**config.mk**
```make
export PLATFORM = sky130hd
export DESIGN_NAME = decoding_graph_top
export DESIGN_NICKNAME = d
export VERILOG_FILES = /design/src/hw/decoding_graph_pkg.sv /design/src/hw/stage_controller.sv /design/src/hw/edge_link.sv /design/src/hw/graph_layer.sv /design/src/hw/decoding_graph_top.sv
export VERILOG_INCLUDE_DIRS = /design/src /design/src/hw
export SDC_FILE = /design/constraint.sdc
export NUM_CORES = 1
export LEC_CHECK = 0
export ABC_AREA = 1
export BUFFER_PORTS_ARGS = -buffer_cell sky130_fd_sc_hd__buf_4
export CAP_MARGIN = 20
export CORE_MARGIN = 1
export CORE_UTILIZATION = 40
export CTS_BUF_LIST = sky130_fd_sc_hd__clkbuf_8
export DETAILED_ROUTE_END_ITERATION = 7
export PLACE_DENSITY = 0.66
export SLEW_MARGIN = 10
export SYNTH_ARGS = -nofsm -noshare
export SYNTH_HDL_FRONTEND = slang
export SYNTH_SLANG_ARGS = --single-unit
```
**constraint.sdc**
```tcl
create_clock -name clk_i -period 2.8 [get_ports clk_i]
set_input_delay 0.7 -clock clk_i [delete_from_list [all_inputs] [get_ports clk_i]]
set_output_delay 0.7 -clock clk_i [all_outputs]
set_load 0.01 [all_outputs]
```
**src/hw/decoding_graph_defines.svh**
```systemverilog
`ifndef DECODING_GRAPH_DEFINES_SVH
`define DECODING_GRAPH_DEFINES_SVH

// Graph dimensions
`define GRID_WIDTH_X 4     // Vertices per round
`define GRID_WIDTH_U 3     // Rounds held in the graph

// Edge growth
`define MAX_WEIGHT 2       // Same weight on every edge
`define LINK_BIT_WIDTH 2   // Holds 0 to MAX_WEIGHT

// Run configuration
`define GROW_CNT_WIDTH 3   // Grow cycles per run, 1 to 7

`endif

```
**src/hw/decoding_graph_pkg.sv**
```systemverilog
`include "decoding_graph_defines.svh"

package decoding_graph_pkg;

    // Global stage seen by every edge in the graph
    typedef enum logic [1:0] {
        STAGE_IDLE    = 2'd0,  // Measurements may shift in
        STAGE_GROW    = 2'd1,  // Edges grow toward their weight
        STAGE_READOUT = 2'd2,  // Grown edges shift out one round per cycle
        STAGE_DONE    = 2'd3   // Waiting for req to drop
    } stage_e;

    // One round of corrections
    // vertical[x] links vertex x to the round below (or the bottom boundary)
    // horizontal[0] and horizontal[X] are the left and right boundary edges
    typedef struct packed {
        logic [`GRID_WIDTH_X-1:0] vertical;
        logic [`GRID_WIDTH_X:0]   horizontal;
    } correction_word_t;

endpackage

```
**src/hw/stage_controller.sv**
```systemverilog
`timescale 1ns/10ps
`include "decoding_graph_defines.svh"

module stage_controller (
    input  logic                       clk_i,
    input  logic                       reset_i,
    input  logic                       req_i,
    input  logic [`GROW_CNT_WIDTH-1:0] grow_cycles_i,
    output logic                       ack_o,
    output logic                       busy_o,
    output decoding_graph_pkg::stage_e stage_o,
    output logic                       correction_valid_o
);
    import decoding_graph_pkg::*;

    localparam logic [`GROW_CNT_WIDTH-1:0] LAST_ROUND = `GRID_WIDTH_U - 1;

    stage_e                     stage_q;
    logic [`GROW_CNT_WIDTH-1:0] grow_cnt_q;  // Grow cycles for the current run
    logic [`GROW_CNT_WIDTH-1:0] cycle_q;     // Cycles spent in the current stage
    logic                       ack_q;
    logic                       busy_q;
    logic                       valid_q;

    assign stage_o            = stage_q;
    assign ack_o              = ack_q;
    assign busy_o             = busy_q;
    assign correction_valid_o = valid_q;

    // Run configuration, captured when a request is accepted
    always_ff @(posedge clk_i) begin
        if (stage_q == STAGE_IDLE && req_i) begin
            grow_cnt_q <= grow_cycles_i;
        end
    end

    always_ff @(posedge clk_i) begin
        if (reset_i) begin
            stage_q <= STAGE_IDLE;
            cycle_q <= '0;
            ack_q   <= 1'b0;
            busy_q  <= 1'b0;
            valid_q <= 1'b0;
        end else begin
            valid_q <= (stage_q == STAGE_READOUT);  // Shift bits lag the stage by one
            case (stage_q)
                STAGE_IDLE: begin
                    if (req_i) begin
                        cycle_q <= '0;
                        busy_q  <= 1'b1;
                        stage_q <= STAGE_GROW;
                    end
                end
                STAGE_GROW: begin
                    if (cycle_q == grow_cnt_q - 1'b1) begin
                        cycle_q <= '0;
                        stage_q <= STAGE_READOUT;
                    end else begin
                        cycle_q <= cycle_q + 1'b1;
                    end
                end
                STAGE_READOUT: begin
                    if (cycle_q == LAST_ROUND) begin
                        stage_q <= STAGE_DONE;
                    end else begin
                        cycle_q <= cycle_q + 1'b1;
                    end
                end
                STAGE_DONE: begin
                    if (!req_i) begin  // Four-phase return to zero
                        ack_q   <= 1'b0;
                        busy_q  <= 1'b0;
                        stage_q <= STAGE_IDLE;
                    end else begin
                        ack_q <= 1'b1;
                    end
                end
                default: stage_q <= STAGE_IDLE;
            endcase
        end
    end

    // Acknowledge only answers a request that is still held
    assert property (@(posedge clk_i) disable iff (reset_i)
        $rose(ack_q) |-> $past(req_i))
        else $error("ack_o rose without req_i");

    assert property (@(posedge clk_i) disable iff (reset_i)
        (stage_q == STAGE_DONE) && req_i |=> (stage_q == STAGE_DONE))
        else $error("stage left DONE while req_i was high");

endmodule

```
**src/hw/edge_link.sv**
```systemverilog
`timescale 1ns/10ps
`include "decoding_graph_defines.svh"

module edge_link (
    input  logic                       clk_i,
    input  logic                       reset_i,
    input  decoding_graph_pkg::stage_e stage_i,
    input  logic                       a_increase_i,  // Endpoint a is a defect
    input  logic                       b_increase_i,  // Endpoint b is a defect
    input  logic                       shift_in_i,    // From the same edge one round up
    output logic                       fully_grown_o,
    output logic                       shift_out_o
);
    import decoding_graph_pkg::*;

    localparam logic [`LINK_BIT_WIDTH-1:0] MAX_W = `MAX_WEIGHT;

    logic [`LINK_BIT_WIDTH-1:0] growth_q;
    logic [`LINK_BIT_WIDTH:0]   growth_sum;  // One spare bit before saturation
    logic                       readout_q;   // Set after the first readout cycle
    logic                       shift_q;

    assign growth_sum    = {1'b0, growth_q} + a_increase_i + b_increase_i;
    assign fully_grown_o = (growth_q == MAX_W);
    assign shift_out_o   = shift_q;

    always_ff @(posedge clk_i) begin
        if (reset_i) begin
            growth_q  <= '0;
            readout_q <= 1'b0;
        end else begin
            readout_q <= (stage_i == STAGE_READOUT);
            if (stage_i == STAGE_IDLE) begin
                growth_q <= '0;  // Every run starts from an empty graph
            end else if (stage_i == STAGE_GROW) begin
                if (growth_sum > MAX_W) begin
                    growth_q <= MAX_W;
                end else begin
                    growth_q <= growth_sum[`LINK_BIT_WIDTH-1:0];
                end
            end
        end
    end

    // Systolic readout path
    always_ff @(posedge clk_i) begin
        if (stage_i == STAGE_READOUT) begin
            if (readout_q) begin
                shift_q <= shift_in_i;     // Pass the round above downward
            end else begin
                shift_q <= fully_grown_o;  // First cycle takes this round's result
            end
        end
    end

    assert property (@(posedge clk_i) disable iff (reset_i)
        growth_q <= MAX_W)
        else $error("edge growth above MAX_WEIGHT");

endmodule

```
**src/hw/graph_layer.sv**
```systemverilog
`timescale 1ns/10ps
`include "decoding_graph_defines.svh"

module graph_layer (
    input  logic                                 clk_i,
    input  logic                                 reset_i,
    input  decoding_graph_pkg::stage_e           stage_i,
    input  logic                                 meas_valid_i,
    input  logic [`GRID_WIDTH_X-1:0]             meas_in_i,       // Layer above or new round
    input  logic [`GRID_WIDTH_X-1:0]             meas_below_i,    // Zero for the bottom layer
    output logic [`GRID_WIDTH_X-1:0]             meas_o,
    input  logic [`GRID_WIDTH_X-1:0]             defect_below_i,  // Zero for the bottom layer
    output logic [`GRID_WIDTH_X-1:0]             defect_o,
    input  decoding_graph_pkg::correction_word_t corr_in_i,
    output decoding_graph_pkg::correction_word_t corr_o
);
    import decoding_graph_pkg::*;

    localparam int X = `GRID_WIDTH_X;

    logic [X-1:0] meas_q;
    logic [X-1:0] defect;
    logic [X:0]   h_shift;  // Horizontal edge readout bits
    logic [X-1:0] v_shift;  // Vertical edge readout bits

    // Rounds only move while the graph is idle
    always_ff @(posedge clk_i) begin
        if (reset_i) begin
            meas_q <= '0;
        end else if (stage_i == STAGE_IDLE && meas_valid_i) begin
            meas_q <= meas_in_i;
        end
    end

    assign meas_o   = meas_q;
    assign defect   = meas_q ^ meas_below_i;  // Syndrome change between rounds
    assign defect_o = defect;

    assign corr_o.horizontal = h_shift;
    assign corr_o.vertical   = v_shift;

    // Horizontal edges, with a boundary edge at each end of the line
    for (genvar h = 0; h <= X; h++) begin : g_horizontal
        logic a_defect;
        logic b_defect;

        if (h == 0) begin : g_left
            assign a_defect = defect[0];
            assign b_defect = 1'b0;  // Left boundary
        end else if (h == X) begin : g_right
            assign a_defect = defect[X-1];
            assign b_defect = 1'b0;  // Right boundary
        end else begin : g_inner
            assign a_defect = defect[h-1];
            assign b_defect = defect[h];
        end

        edge_link u_edge (
            .clk_i         (clk_i),
            .reset_i       (reset_i),
            .stage_i       (stage_i),
            .a_increase_i  (a_defect),
            .b_increase_i  (b_defect),
            .shift_in_i    (corr_in_i.horizontal[h]),
            .fully_grown_o (),
            .shift_out_o   (h_shift[h])
        );
    end

    // Vertical edges down to the layer below
    for (genvar x = 0; x < X; x++) begin : g_vertical
        edge_link u_edge (
            .clk_i         (clk_i),
            .reset_i       (reset_i),
            .stage_i       (stage_i),
            .a_increase_i  (defect[x]),
            .b_increase_i  (defect_below_i[x]),
            .shift_in_i    (corr_in_i.vertical[x]),
            .fully_grown_o (),
            .shift_out_o   (v_shift[x])
        );
    end

    // A run must see the same rounds from growth through readout
    assert property (@(posedge clk_i) disable iff (reset_i)
        (stage_i != STAGE_IDLE) |=> $stable(meas_q))
        else $error("measurements changed outside idle");

endmodule

```
**src/hw/decoding_graph_top.sv**
```systemverilog
`timescale 1ns/10ps
`include "decoding_graph_defines.svh"

module decoding_graph_top (
    input  logic                                 clk_i,
    input  logic                                 reset_i,
    input  logic                                 meas_valid_i,
    input  logic [`GRID_WIDTH_X-1:0]             measurements_i,
    input  logic                                 req_i,
    input  logic [`GROW_CNT_WIDTH-1:0]           grow_cycles_i,
    output logic                                 ack_o,
    output logic                                 busy_o,
    output logic                                 correction_valid_o,
    output decoding_graph_pkg::correction_word_t correction_o
);
    import decoding_graph_pkg::*;

    localparam int X = `GRID_WIDTH_X;
    localparam int U = `GRID_WIDTH_U;

    stage_e           stage;
    logic [X-1:0]     meas   [U];
    logic [X-1:0]     defect [U];
    correction_word_t corr   [U];

    stage_controller u_controller (
        .clk_i              (clk_i),
        .reset_i            (reset_i),
        .req_i              (req_i),
        .grow_cycles_i      (grow_cycles_i),
        .ack_o              (ack_o),
        .busy_o             (busy_o),
        .stage_o            (stage),
        .correction_valid_o (correction_valid_o)
    );

    for (genvar k = 0; k < U; k++) begin : g_layer
        logic [X-1:0]     meas_in;
        logic [X-1:0]     meas_below;
        logic [X-1:0]     defect_below;
        correction_word_t corr_in;

        if (k == U - 1) begin : g_top
            assign meas_in = measurements_i;  // Newest round enters here
            assign corr_in = '0;
        end else begin : g_mid
            assign meas_in = meas[k+1];
            assign corr_in = corr[k+1];
        end

        if (k == 0) begin : g_bottom
            assign meas_below   = '0;  // Oldest round compares against zero
            assign defect_below = '0;  // Vertical edges end on the boundary
        end else begin : g_upper
            assign meas_below   = meas[k-1];
            assign defect_below = defect[k-1];
        end

        graph_layer u_layer (
            .clk_i          (clk_i),
            .reset_i        (reset_i),
            .stage_i        (stage),
            .meas_valid_i   (meas_valid_i),
            .meas_in_i      (meas_in),
            .meas_below_i   (meas_below),
            .meas_o         (meas[k]),
            .defect_below_i (defect_below),
            .defect_o       (defect[k]),
            .corr_in_i      (corr_in),
            .corr_o         (corr[k])
        );
    end

    assign correction_o = corr[0];  // Layer 0 first, then the rounds above

endmodule

```
; ---- Word-level counts from Yosys, hierarchy flattened
; Cells that the tools add are included.
; W data, S select, Z words.
[classes]
addsub = 46
order_cmp = 27
n_eq_ne = 37
mux = 58
bitwise_logic = 2
reduce_logical = 9
[op_table]
columns = op, count
row1 = $add A2 B1 Y3, 27
row2 = $gt A3 B2 Y1 const B, 27
row3 = $mux W2, 31
row4 = $eq A2 B2 Y1 const B, 29
row5 = $add A3 B1 Y3, 17
row6 = $mux W1, 21
row7 = $ne A2 B2 Y1 const B, 5
row8 = $mux W3, 3
row9 = $pmux W3 S3, 1
row10 = $pmux W2 S4, 1
row11 = $xor A4 B4 Y4, 2
row12 = $reduce_and A3 Y1, 2
row13 = $reduce_and A4 Y1, 1
row14 = $add A3 B1 Y3 const B, 1
row15 = $eq A3 B2 Y1 const B, 1
row16 = $eq A3 B3 Y1, 1
row17 = $reduce_bool A3 Y1, 1
row18 = $sub A3 B1 Y3 const B, 1
row19 = $eq A2 B1 Y1 const B, 1
row20 = $logic_and A1 B1 Y1, 2
row21 = $logic_not A2 Y1, 1
row22 = $pmux W1 S2, 1
row23 = $reduce_bool A2 Y1, 1
row24 = $reduce_or A2 Y1, 1
[word_totals]
ff_bits = 104
inputBits = 11
output_inout_bits = 12
wordCells = 242

; ---- Longest topological paths before layout
; Gate-level depths: netlist of run 1.
[depth]
depth_word = 5
ltp_mapped = 12
depth_no_buf = 12

; ---- Modules after synthesis
; Synthesis of run 1 repeated with hierarchy kept, for this count alone.
[hier_totals]
cells_unflattened = 1020
area_unflattened_um2 = 7464.7
[by_module_without_submodules]
columns = mod, instances, cells_each, area_per_inst_um2, seq_area_each_um2
row1 = edge_link, 27, 31, 229.0, 90.1
row2 = graph_layer, 3, 32, 219.0, 80.1
row3 = stage_controller, 1, 86, 621.8, 250.2
row4 = decoding_graph_top, 1, 1, 3.8, 0.0

; ---- Worst setup path before layout of run 1
; No wires, ideal clock.
[synth_path]
path_type = register to register
from = register u_controller.stage_q[0] (netlist: u_controller.stage_o[0])
to = register u_controller.cycle_q[0]
setup_time_ns = 0.122
arrival_ns = 1.724
required_time_ns = 2.678
setup_slack_ns = 0.954
path_stages_with_launch = 10
path_buffers = 0
synth_period_minus_slack_ns = 1.846
path_cell_list = dfxtp_1 > inv_1 > ha_1 > inv_1 > nor2_1 > nor2_1 > nand2_1 > nor2_1 > nand2_1 > a21oi_1
[synth_between]
elab_chain_len = 3
word_cells_on_any_way = 8
cone_classes = eq/ne: 4 / mux: 1 / reduce/logical: 3
[synth_rtl]
columns = element, line
row1 = "start, declared", stage_controller.sv:18  ; stage_e stage_q;
row2 = "start signal, assigned", stage_controller.sv:39  ; stage_q <= STAGE_IDLE;
row3 = "start signal, assigned", stage_controller.sv:51  ; stage_q <= STAGE_GROW;
row4 = "start signal, assigned", stage_controller.sv:57  ; stage_q <= STAGE_READOUT;
row5 = "$eq A2 B2 Y1, or another cell as far along", stage_controller.sv:46  ; case (stage_q)
row6 = $ne A2 B2 Y1 (no line) or $reduce_bool A3 Y1 (tied branches), --
row7 = $reduce_and A3 Y1 (no line), --
row8 = "end signal, assigned", stage_controller.sv:59  ; cycle_q <= cycle_q + 1'b1;
row9 = "end signal, assigned", stage_controller.sv:66  ; cycle_q <= cycle_q + 1'b1;
row10 = "end, declared", stage_controller.sv:20  ; logic [`GROW_CNT_WIDTH-1:0] cycle_q;
; Several ways; a longest one is shown, not always the timed one.
; A chain may end at the register's enable or synchronous reset.

; ---- Final worst setup path of run 1
[layout_path]
from = register g_layer[1].u_layer.meas_q[0]
to = register g_layer[2].u_layer.g_vertical[0].u_edge.growth_q[1]
[layout_between]
elab_chain_len = 5
word_cells_on_any_way = 6
cone_classes = add/sub: 2 / order compare: 1 / mux: 1 / bitwise: 2
[layout_rtl]
columns = element, line
row1 = "start, declared", graph_layer.sv:21  ; logic [X-1:0] meas_q;
row2 = "start signal, assigned", graph_layer.sv:31  ; meas_q <= meas_in_i;
row3 = $xor A4 B4 Y4, graph_layer.sv:36  ; assign defect = meas_q ^ meas_below_i;
row4 = $add A2 B1 Y3, edge_link.sv:23  ; assign growth_sum = {1'b0, growth_q} + a_increase_i + b_increase_i;
row5 = $add A3 B1 Y3 *, edge_link.sv:23
row6 = $gt A3 B2 Y1, edge_link.sv:36  ; if (growth_sum > MAX_W) begin
row7 = $mux W2 *, edge_link.sv:36
row8 = "end signal, assigned", edge_link.sv:39  ; growth_q <= growth_sum[`LINK_BIT_WIDTH-1:0];
row9 = "end, declared", edge_link.sv:18  ; logic [`LINK_BIT_WIDTH-1:0] growth_q;
; Mark *: on every way between the ends. The rest lies on a longest branch, timed or not.

==> flow_results.xml, run 1 <==
<?xml version="1.0" encoding="UTF-8"?>
<metrics>
  <group name="worst_setup_path">
    <metric name="critical_path_peak_fanout" unit="">7</metric>
    <metric name="timing.setup.critical_path_class" unit="">flop to flop</metric>
    <metric name="cp-startpoint" unit="">g_layer[1].u_layer.meas_o[0]</metric>
    <metric name="endpoint_class_of_the_critical_path" unit="">flop</metric>
    <metric name="cp.required" unit="ns">3.04</metric>
    <metric name="ff2ff_setup_slack" unit="ns">0.76</metric>
    <metric name="worst_ep_arrival_time" unit="ns">2.28</metric>
    <metric name="r2r-start" unit="">g_layer[1].u_layer.meas_o[0]</metric>
    <metric name="critical_path.startpoint_type" unit="">flop</metric>
    <metric name="worst_r2r_path_depth" unit="">6</metric>
  </group>
  <group name="drt">
    <metric name="drt_wl_total" unit="um">10470</metric>
    <metric name="wire_per_inst" unit="um">13.03</metric>
    <metric name="detailedRoute.firstIterationViolations" unit="">201</metric>
    <metric name="drt_first_pass_iters" unit="">4</metric>
    <metric name="route.vias.total" unit="">3997</metric>
    <metric name="route.antenna.remaining_nets" unit="">0</metric>
    <metric name="vias_per_cell" unit="">4.978</metric>
    <metric name="remaining_drc_errors" unit="">0</metric>
  </group>
  <group name="place">
    <metric name="hpwl" unit="um">7215</metric>
    <metric name="dpl_cell_area" unit="sq um">5572</metric>
    <metric name="portBuffers" unit="">22</metric>
    <metric name="globalplace.congestion" unit="">0.7586</metric>
  </group>
  <group name="timing">
    <metric name="skew" unit="ns">0.01506</metric>
    <metric name="hold_viol" unit="">0</metric>
    <metric name="setup_viol" unit="">0</metric>
    <metric name="tightestPinTransition" unit="ns">0.5590</metric>
    <metric name="min_period" unit="ns">2.038</metric>
    <metric name="totalNegativeSetupSlack" unit="ns">0</metric>
    <metric name="layout_worst_path_cycle_share" unit="%">72.79</metric>
    <metric name="report.final.slew_viol_count" unit="">0</metric>
    <metric name="setup_repair_after_global_routing_missed_its_margin" unit="">false</metric>
    <metric name="achievable-frequency" unit="MHz">490.6</metric>
    <metric name="timing.max_slew.rel_slack" unit="%">62.68</metric>
  </group>
  <group name="clock_tree">
    <metric name="post_cts.repair.setup_buffers" unit="">0</metric>
    <metric name="resize_count_post_cts" unit="">0</metric>
    <metric name="ctsHtreeMaxLevel" unit="">3</metric>
    <metric name="tritoncts_num_sinks" unit="">104</metric>
    <metric name="clock_path_buffers" unit="">2</metric>
    <metric name="hold_buffers" unit="">0</metric>
    <metric name="cts_root_buf" unit="">clkbuf_8</metric>
    <metric name="clock_latency_at_the_later_pin_of_the_worst_skew_pair" unit="ns">0.38</metric>
    <metric name="tritoncts.num_buffers" unit="">9</metric>
    <metric name="cts_tree" unit="">done</metric>
    <metric name="path_clk_slew" unit="ns">0.10</metric>
  </group>
  <group name="synthesis">
    <metric name="mappedNetlistArea" unit="sq um">5318</metric>
    <metric name="synthesis.yosys.warnings" unit="">0</metric>
    <metric name="post_synthesis_instance_total" unit="">624</metric>
    <metric name="synthesized_netlist_net_count" unit="">691</metric>
    <metric name="postSynthRegisterBits" unit="">104</metric>
    <metric name="seq_area_frac_synth" unit="%">44.80</metric>
    <metric name="synthesis.area_per_instance" unit="sq um">8.522</metric>
    <metric name="synth_cell_type_count" unit="">31</metric>
  </group>
  <group name="hold_path">
    <metric name="holdCritPathClass" unit="">flop to flop</metric>
  </group>
  <group name="cells_and_area">
    <metric name="nets" unit="">693</metric>
    <metric name="final_layout_size_suffix_gt1_share" unit="%">8.875</metric>
    <metric name="fillers" unit="">1226</metric>
    <metric name="ant_cells" unit="">0</metric>
    <metric name="areaGrowthSynthToFinish" unit="%">8.141</metric>
    <metric name="final_cell_area" unit="sq um">5751</metric>
  </group>
  <group name="floorplan">
    <metric name="io_pins" unit="">23</metric>
    <metric name="design.die.area" unit="sq um">13760</metric>
    <metric name="floorplan.initialDensity" unit="%">41.63</metric>
    <metric name="die_w" unit="um">117.3</metric>
    <metric name="core-area" unit="sq um">12770</metric>
    <metric name="placementRows" unit="">41</metric>
    <metric name="chipHeight" unit="um">117.3</metric>
  </group>
  <group name="status">
    <metric name="run_status" unit="">complete, no violations</metric>
  </group>
  <group name="grt">
    <metric name="total_global_routing_overflow" unit="">0</metric>
    <metric name="largest_net_degree_at_the_start_of_global_routing" unit="">81</metric>
    <metric name="antenna_violations_before_repair" unit="">0</metric>
    <metric name="grt_pass1_vias" unit="">3992</metric>
    <metric name="gr-usage-all-layers" unit="%">16.20</metric>
    <metric name="first_pass_grt_wire_length" unit="um">18040</metric>
  </group>
  <group name="flow_run">
    <metric name="max_cap_violations" unit="">0</metric>
  </group>
  <group name="power_and_ir_drop">
    <metric name="power_density" unit="nW/um^2">831.5</metric>
    <metric name="vdd_ir_drop_max" unit="mV">0.5892</metric>
    <metric name="power.leakage" unit="nW">2.300</metric>
    <metric name="design_power" unit="W">0.004782</metric>
  </group>
</metrics>
## worst max-delay path: stages, from the launching register on
cell	delay, ns
dfxtp_1	0.47
xor2_1	0.40
inv_1	0.13
fa_1	0.43
ha_1	0.28
nor2_1	0.14
a211oi_1	0.05
## placed cells by master, fill, tap and decap left out, drive strengths merged, types with 2 or more instances in the layout
| cell type | instances |
|---|---|
| a21oi | 47 |
| a221oi | 2 |
| a31oi | 24 |
| buf | 26 |
| clkbuf | 11 |
| dfxtp | 74 |
| edfxtp | 30 |
| fa | 6 |
| ha | 50 |
| inv | 125 |
| nand2 | 83 |
| nand3 | 16 |
| nor2 | 34 |
| nor3 | 13 |
| o21ai | 56 |
| o31ai | 18 |
| or2 | 2 |
| xnor2 | 3 |
| xor2 | 6 |
## report_power, final
| group | internal [W] | total, W | leakage, nW | switching [W] |
|---|---|---|---|---|
| Combinational | 0.000657 | 0.00187 | 1.32 | 0.00121 |
| Sequential | 0.00186 | 0.00204 | 0.878 | 0.000188 |
| Clock | 0.000365 | 0.000871 | 0.0993 | 0.000506 |
## Yosys cell counts, drive strengths merged
master / instances / area [sq um]
a31oi: 24 / 150.1
clkbuf: 8 / 30.03
nor2: 34 / 135.1
a221oi: 2 / 17.52
nand3: 16 / 80.08
inv: 122 / 457.9
xnor2: 3 / 33.79
o31ai: 18 / 135.1
a211oi: 1 / 7.510
fa: 6 / 120.1
o21ai: 56 / 280.3
dfxtp: 74 / 1481
edfxtp: 30 / 900.9
a21oi: 47 / 239.0
ha: 50 / 625.6
or2: 2 / 12.52
buf: 27 / 153.9
nor3: 13 / 65.06
xor2: 6 / 52.55
nand3b: 1 / 7.510
o21a: 1 / 7.510
nand2: 83 / 324.1
## stage by stage
step	setup WS (ns)	utilization (%)	std cells	hold slack, ns
after global placement	0.8371	43.62	787	0.4498
final	0.7619	45.02	803	0.4753
after CTS	0.7577	45.02	803	0.4741
after global routing	0.6400	45.02	803	0.4692
after floorplan	0.9541	-	624	0.4534
after detailed placement	0.7811	43.62	787	0.4588
## worst min-delay path by stage
stage	from	end	slack [ns]	depth (start not counted)
floorplan	g_layer[2].u_layer.meas_o[1]	g_layer[2].u_layer.meas_o[1]	0.45	2
global placement	u_controller.ack_o	u_controller.ack_o	0.45	2
detailed placement	u_controller.ack_o	u_controller.ack_o	0.46	2
CTS	u_controller.ack_o	u_controller.ack_o	0.47	2
global route	grow_cycles_i[1]	u_controller.grow_cnt_q[1]	0.47	1
finish	u_controller.ack_o	u_controller.ack_o	0.48	2
## per-layer routing
layer	routed length (um)	vias to the layer above	GRT usage, %
met1	4833	1876	19.46
met4	140	0	5.519
met5	0	-	0
li1	-	2043	-
met2	5063	66	27.66
met3	427	12	4.523
## final cells by class
type	count	area, sq um	area share, %
Clock buffer	11	151.4	2.633
Clock inverter	5	27.53	0.4787
Inverter	122	457.9	7.963
Multi-Input combinational cell	363	2296	39.93
Sequential cell	104	2382	41.43
Tap cell	172	215.2	3.742
Timing Repair Buffer	26	220.2	3.829
## state kept, by name, summed over array words and instances (netlist names)
signal	cells
u_controller.stage_o	2
u_controller.grow_cnt_q	3
g_layer.u_layer.meas_o	12
u_controller.ack_o	1
g_layer.u_layer.g_vertical.u_edge.shift_out_o	12
g_layer.u_layer.g_horizontal.u_edge.growth_q	30
g_layer.u_layer.g_horizontal.u_edge.shift_out_o	15
u_controller.busy_o	1
g_layer.u_layer.g_vertical.u_edge.readout_q	1
g_layer.u_layer.g_vertical.u_edge.growth_q	24
u_controller.cycle_q	3
## cell families (layout without fill, tap and decap cells)
group | Yosys count | in the layout | synth area share [%]
AOI/OAI and AO/OA | 149 | 149 | 15.74
adders and majority gates | 56 | 56 | 14.02
buffers and inverters | 157 | 164 | 12.07
and+or+nand+nor | 149 | 149 | 11.74
xor gates and xnor gates | 9 | 9 | 1.624
DFF | 104 | 104 | 44.80
No activity file was read; power rests on OpenSTA's default activity.
==> inputs of run 2 (changes only) <==
- PLACE_DENSITY: 0.66 -> 0.68
- clock period: 2.8 -> 1.8 ns (I/O delays scaled with it)
==> flow_results.xml, run 2 (synthesized netlist as in run 1, its figures left out) <==
<?xml version="1.0" encoding="UTF-8"?>
<metrics>
  <group name="clock_tree">
    <metric name="hold_buffers" unit="">0</metric>
    <metric name="tritoncts_num_sinks" unit="">104</metric>
    <metric name="clock_path_buffers" unit="">2</metric>
    <metric name="clock_latency_at_the_later_pin_of_the_worst_skew_pair" unit="ns">0.38</metric>
    <metric name="cts_tree" unit="">done</metric>
    <metric name="ctsHtreeMaxLevel" unit="">3</metric>
    <metric name="cts_root_buf" unit="">clkbuf_8</metric>
    <metric name="path_clk_slew" unit="ns">0.10</metric>
    <metric name="tritoncts.num_buffers" unit="">9</metric>
  </group>
  <group name="cells_and_area">
    <metric name="final_core_density" unit="%">46.51</metric>
    <metric name="most-common-layout-cells" unit="">115 x inv_1, 78 x nand2_1, 71 x dfxtp_1</metric>
    <metric name="nets" unit="">711</metric>
    <metric name="fillers" unit="">1196</metric>
    <metric name="layout_commonest_cell" unit="">inv_1</metric>
    <metric name="largest-register" unit="">g_layer.u_layer.g_horizontal.u_edge.growth_q</metric>
    <metric name="fin_cells" unit="">821</metric>
    <metric name="areaGrowthSynthToFinish" unit="%">11.72</metric>
    <metric name="number_of_flip_flops_in_the_largest_register" unit="">30</metric>
    <metric name="final_cell_area" unit="sq um">5941</metric>
    <metric name="ant_cells" unit="">0</metric>
    <metric name="final_layout_size_suffix_gt1_share" unit="%">12.63</metric>
  </group>
  <group name="timing">
    <metric name="finalWorstSetupSlack" unit="ns">0.1148</metric>
    <metric name="tightestPinTransition" unit="ns">0.5542</metric>
    <metric name="layout_worst_path_cycle_share" unit="%">93.62</metric>
    <metric name="hold_viol" unit="">0</metric>
    <metric name="skew" unit="ns">0.007236</metric>
    <metric name="totalNegativeSetupSlack" unit="ns">0</metric>
    <metric name="report.final.slew_viol_count" unit="">0</metric>
    <metric name="setup_repair_after_global_routing_missed_its_margin" unit="">false</metric>
    <metric name="min_period" unit="ns">1.685</metric>
    <metric name="timing.max_slew.rel_slack" unit="%">63.00</metric>
    <metric name="setup_viol" unit="">0</metric>
    <metric name="achievable-frequency" unit="MHz">593.4</metric>
  </group>
  <group name="floorplan">
    <metric name="io_pins" unit="">23</metric>
    <metric name="core-area" unit="sq um">12770</metric>
    <metric name="floorplan.initialDensity" unit="%">41.63</metric>
    <metric name="placementRows" unit="">41</metric>
    <metric name="die_w" unit="um">117.3</metric>
    <metric name="chipHeight" unit="um">117.3</metric>
    <metric name="design.die.area" unit="sq um">13760</metric>
  </group>
  <group name="status">
    <metric name="run_status" unit="">complete, no violations</metric>
  </group>
  <group name="drt">
    <metric name="drt_first_pass_iters" unit="">4</metric>
    <metric name="route.antenna.remaining_nets" unit="">0</metric>
    <metric name="wire_per_inst" unit="um">12.94</metric>
    <metric name="route.vias.total" unit="">4048</metric>
    <metric name="detailedRoute.firstIterationViolations" unit="">218</metric>
    <metric name="remaining_drc_errors" unit="">0</metric>
    <metric name="drt_wl_total" unit="um">10620</metric>
    <metric name="vias_per_cell" unit="">4.931</metric>
  </group>
  <group name="grt">
    <metric name="gr-usage-all-layers" unit="%">16.45</metric>
    <metric name="largest_net_degree_at_the_start_of_global_routing" unit="">47</metric>
    <metric name="antenna_violations_before_repair" unit="">0</metric>
    <metric name="total_global_routing_overflow" unit="">0</metric>
    <metric name="first_pass_grt_wire_length" unit="um">18140</metric>
    <metric name="grt_pass1_vias" unit="">3982</metric>
  </group>
  <group name="place">
    <metric name="portBuffers" unit="">22</metric>
    <metric name="dpl_cell_area" unit="sq um">5674</metric>
    <metric name="dpl_worst_slack" unit="ns">0.03717</metric>
    <metric name="place_inst" unit="">802</metric>
    <metric name="hpwl" unit="um">7369</metric>
    <metric name="globalplace.congestion" unit="">0.7791</metric>
  </group>
  <group name="worst_setup_path">
    <metric name="cpMaxStageDelayCell" unit="">fa_1</metric>
    <metric name="timing.setup.critical_path_class" unit="">flop to flop</metric>
    <metric name="worst_r2r_path_depth" unit="">7</metric>
    <metric name="r2r-start" unit="">g_layer[1].u_layer.meas_o[2]</metric>
    <metric name="cp.required" unit="ns">2.04</metric>
    <metric name="ff2ff_setup_slack" unit="ns">0.11</metric>
    <metric name="worst_ep_arrival_time" unit="ns">1.93</metric>
    <metric name="critical_path.startpoint_type" unit="">flop</metric>
    <metric name="crit_path_cell_trace" unit="">xor2_2 &gt; buf_4 &gt; fa_1 &gt; inv_1 &gt; ha_1 &gt; nor2_1 &gt; a221oi_1</metric>
    <metric name="critical_path_peak_fanout" unit="">3</metric>
    <metric name="worst_path_largest_cell_delay" unit="ns">0.37</metric>
    <metric name="endpoint_class_of_the_critical_path" unit="">flop</metric>
  </group>
  <group name="hold_path">
    <metric name="holdCritPathClass" unit="">input pin to flop</metric>
    <metric name="timing.hold.worst_endpoint" unit="">u_controller.grow_cnt_q[2]</metric>
    <metric name="hold_path_startpoint" unit="">grow_cycles_i[2]</metric>
    <metric name="hold-path-cell-count" unit="">1</metric>
  </group>
  <group name="power_and_ir_drop">
    <metric name="vdd_ir_drop_max" unit="mV">0.7098</metric>
    <metric name="power_density" unit="nW/um^2">1332</metric>
    <metric name="power.leakage" unit="nW">2.406</metric>
  </group>
  <group name="flow_run">
    <metric name="max_cap_violations" unit="">0</metric>
  </group>
</metrics>
[run 2: power by group]
part	total [W]	switching, W	internal [W]
clock	0.00161	0.000794	0.000814
sequential	0.00313	0.000243	0.00289
combinational	0.00317	0.00197	0.00120
[run 2: worst max path at each step]
stage	from	endpoint	slack [ns]	cells past startpoint
floorplan	g_layer[1].u_layer.meas_o[0]	flop	0.02	7
global placement	g_layer[1].u_layer.meas_o[0]	flop	0.11	6
detailed placement	u_controller.stage_o[0]	flop	0.04	6
CTS	u_controller.stage_o[0]	flop	0.008	6
global route	g_layer[1].u_layer.meas_o[0]	flop	0.002	7
finish	g_layer[1].u_layer.meas_o[2]	flop	0.11	7
[run 2: through the flow]
step	total power, W	hold slack, ns
6_report	0.007912	0.2408
5_1_grt	0.008564	0.2144
4_1_cts	0.007938	0.2232
3_5_place_dp	0.006311	0.4579
3_3_place_gp	0.006130	0.4518
2_1_floorplan	0.005385	0.4534
[run 2: per-layer routing]
metal	track usage [%]	share of wire [%]	up-vias
li1	-	-	2079
met1	19.70	46	1876
met2	27.66	49	73
met3	4.475	3.7	20
met4	6.899	2.0	0
met5	0	0	-
[run 2: what timing repair did]
item                       CTS  global route
setup buffers                0             3
gates resized for setup      0             4
setup endpoints to repair    0            32
[run 2: final cells by class]
cell class	count	area [sq um]	share of cell area, %
repair buffers	44	355.3	5.981
clock buffers	10	137.6	2.317
clock inverters	6	82.58	1.390
inverters	122	457.9	7.709
flip-flops and latches	104	2386	40.16
well taps	172	215.2	3.623
multi-input cells	363	2306	38.82
[run 2: worst max-delay path: cells and delay by family, from the launching register on]
family / cells / cell delay, ns
fa+ha+maj: 2 / 0.60
flops: 1 / 0.35
xor+xnor: 1 / 0.20
buf+inv: 2 / 0.22
compound gates: 1 / 0.08
simple gates: 1 / 0.10
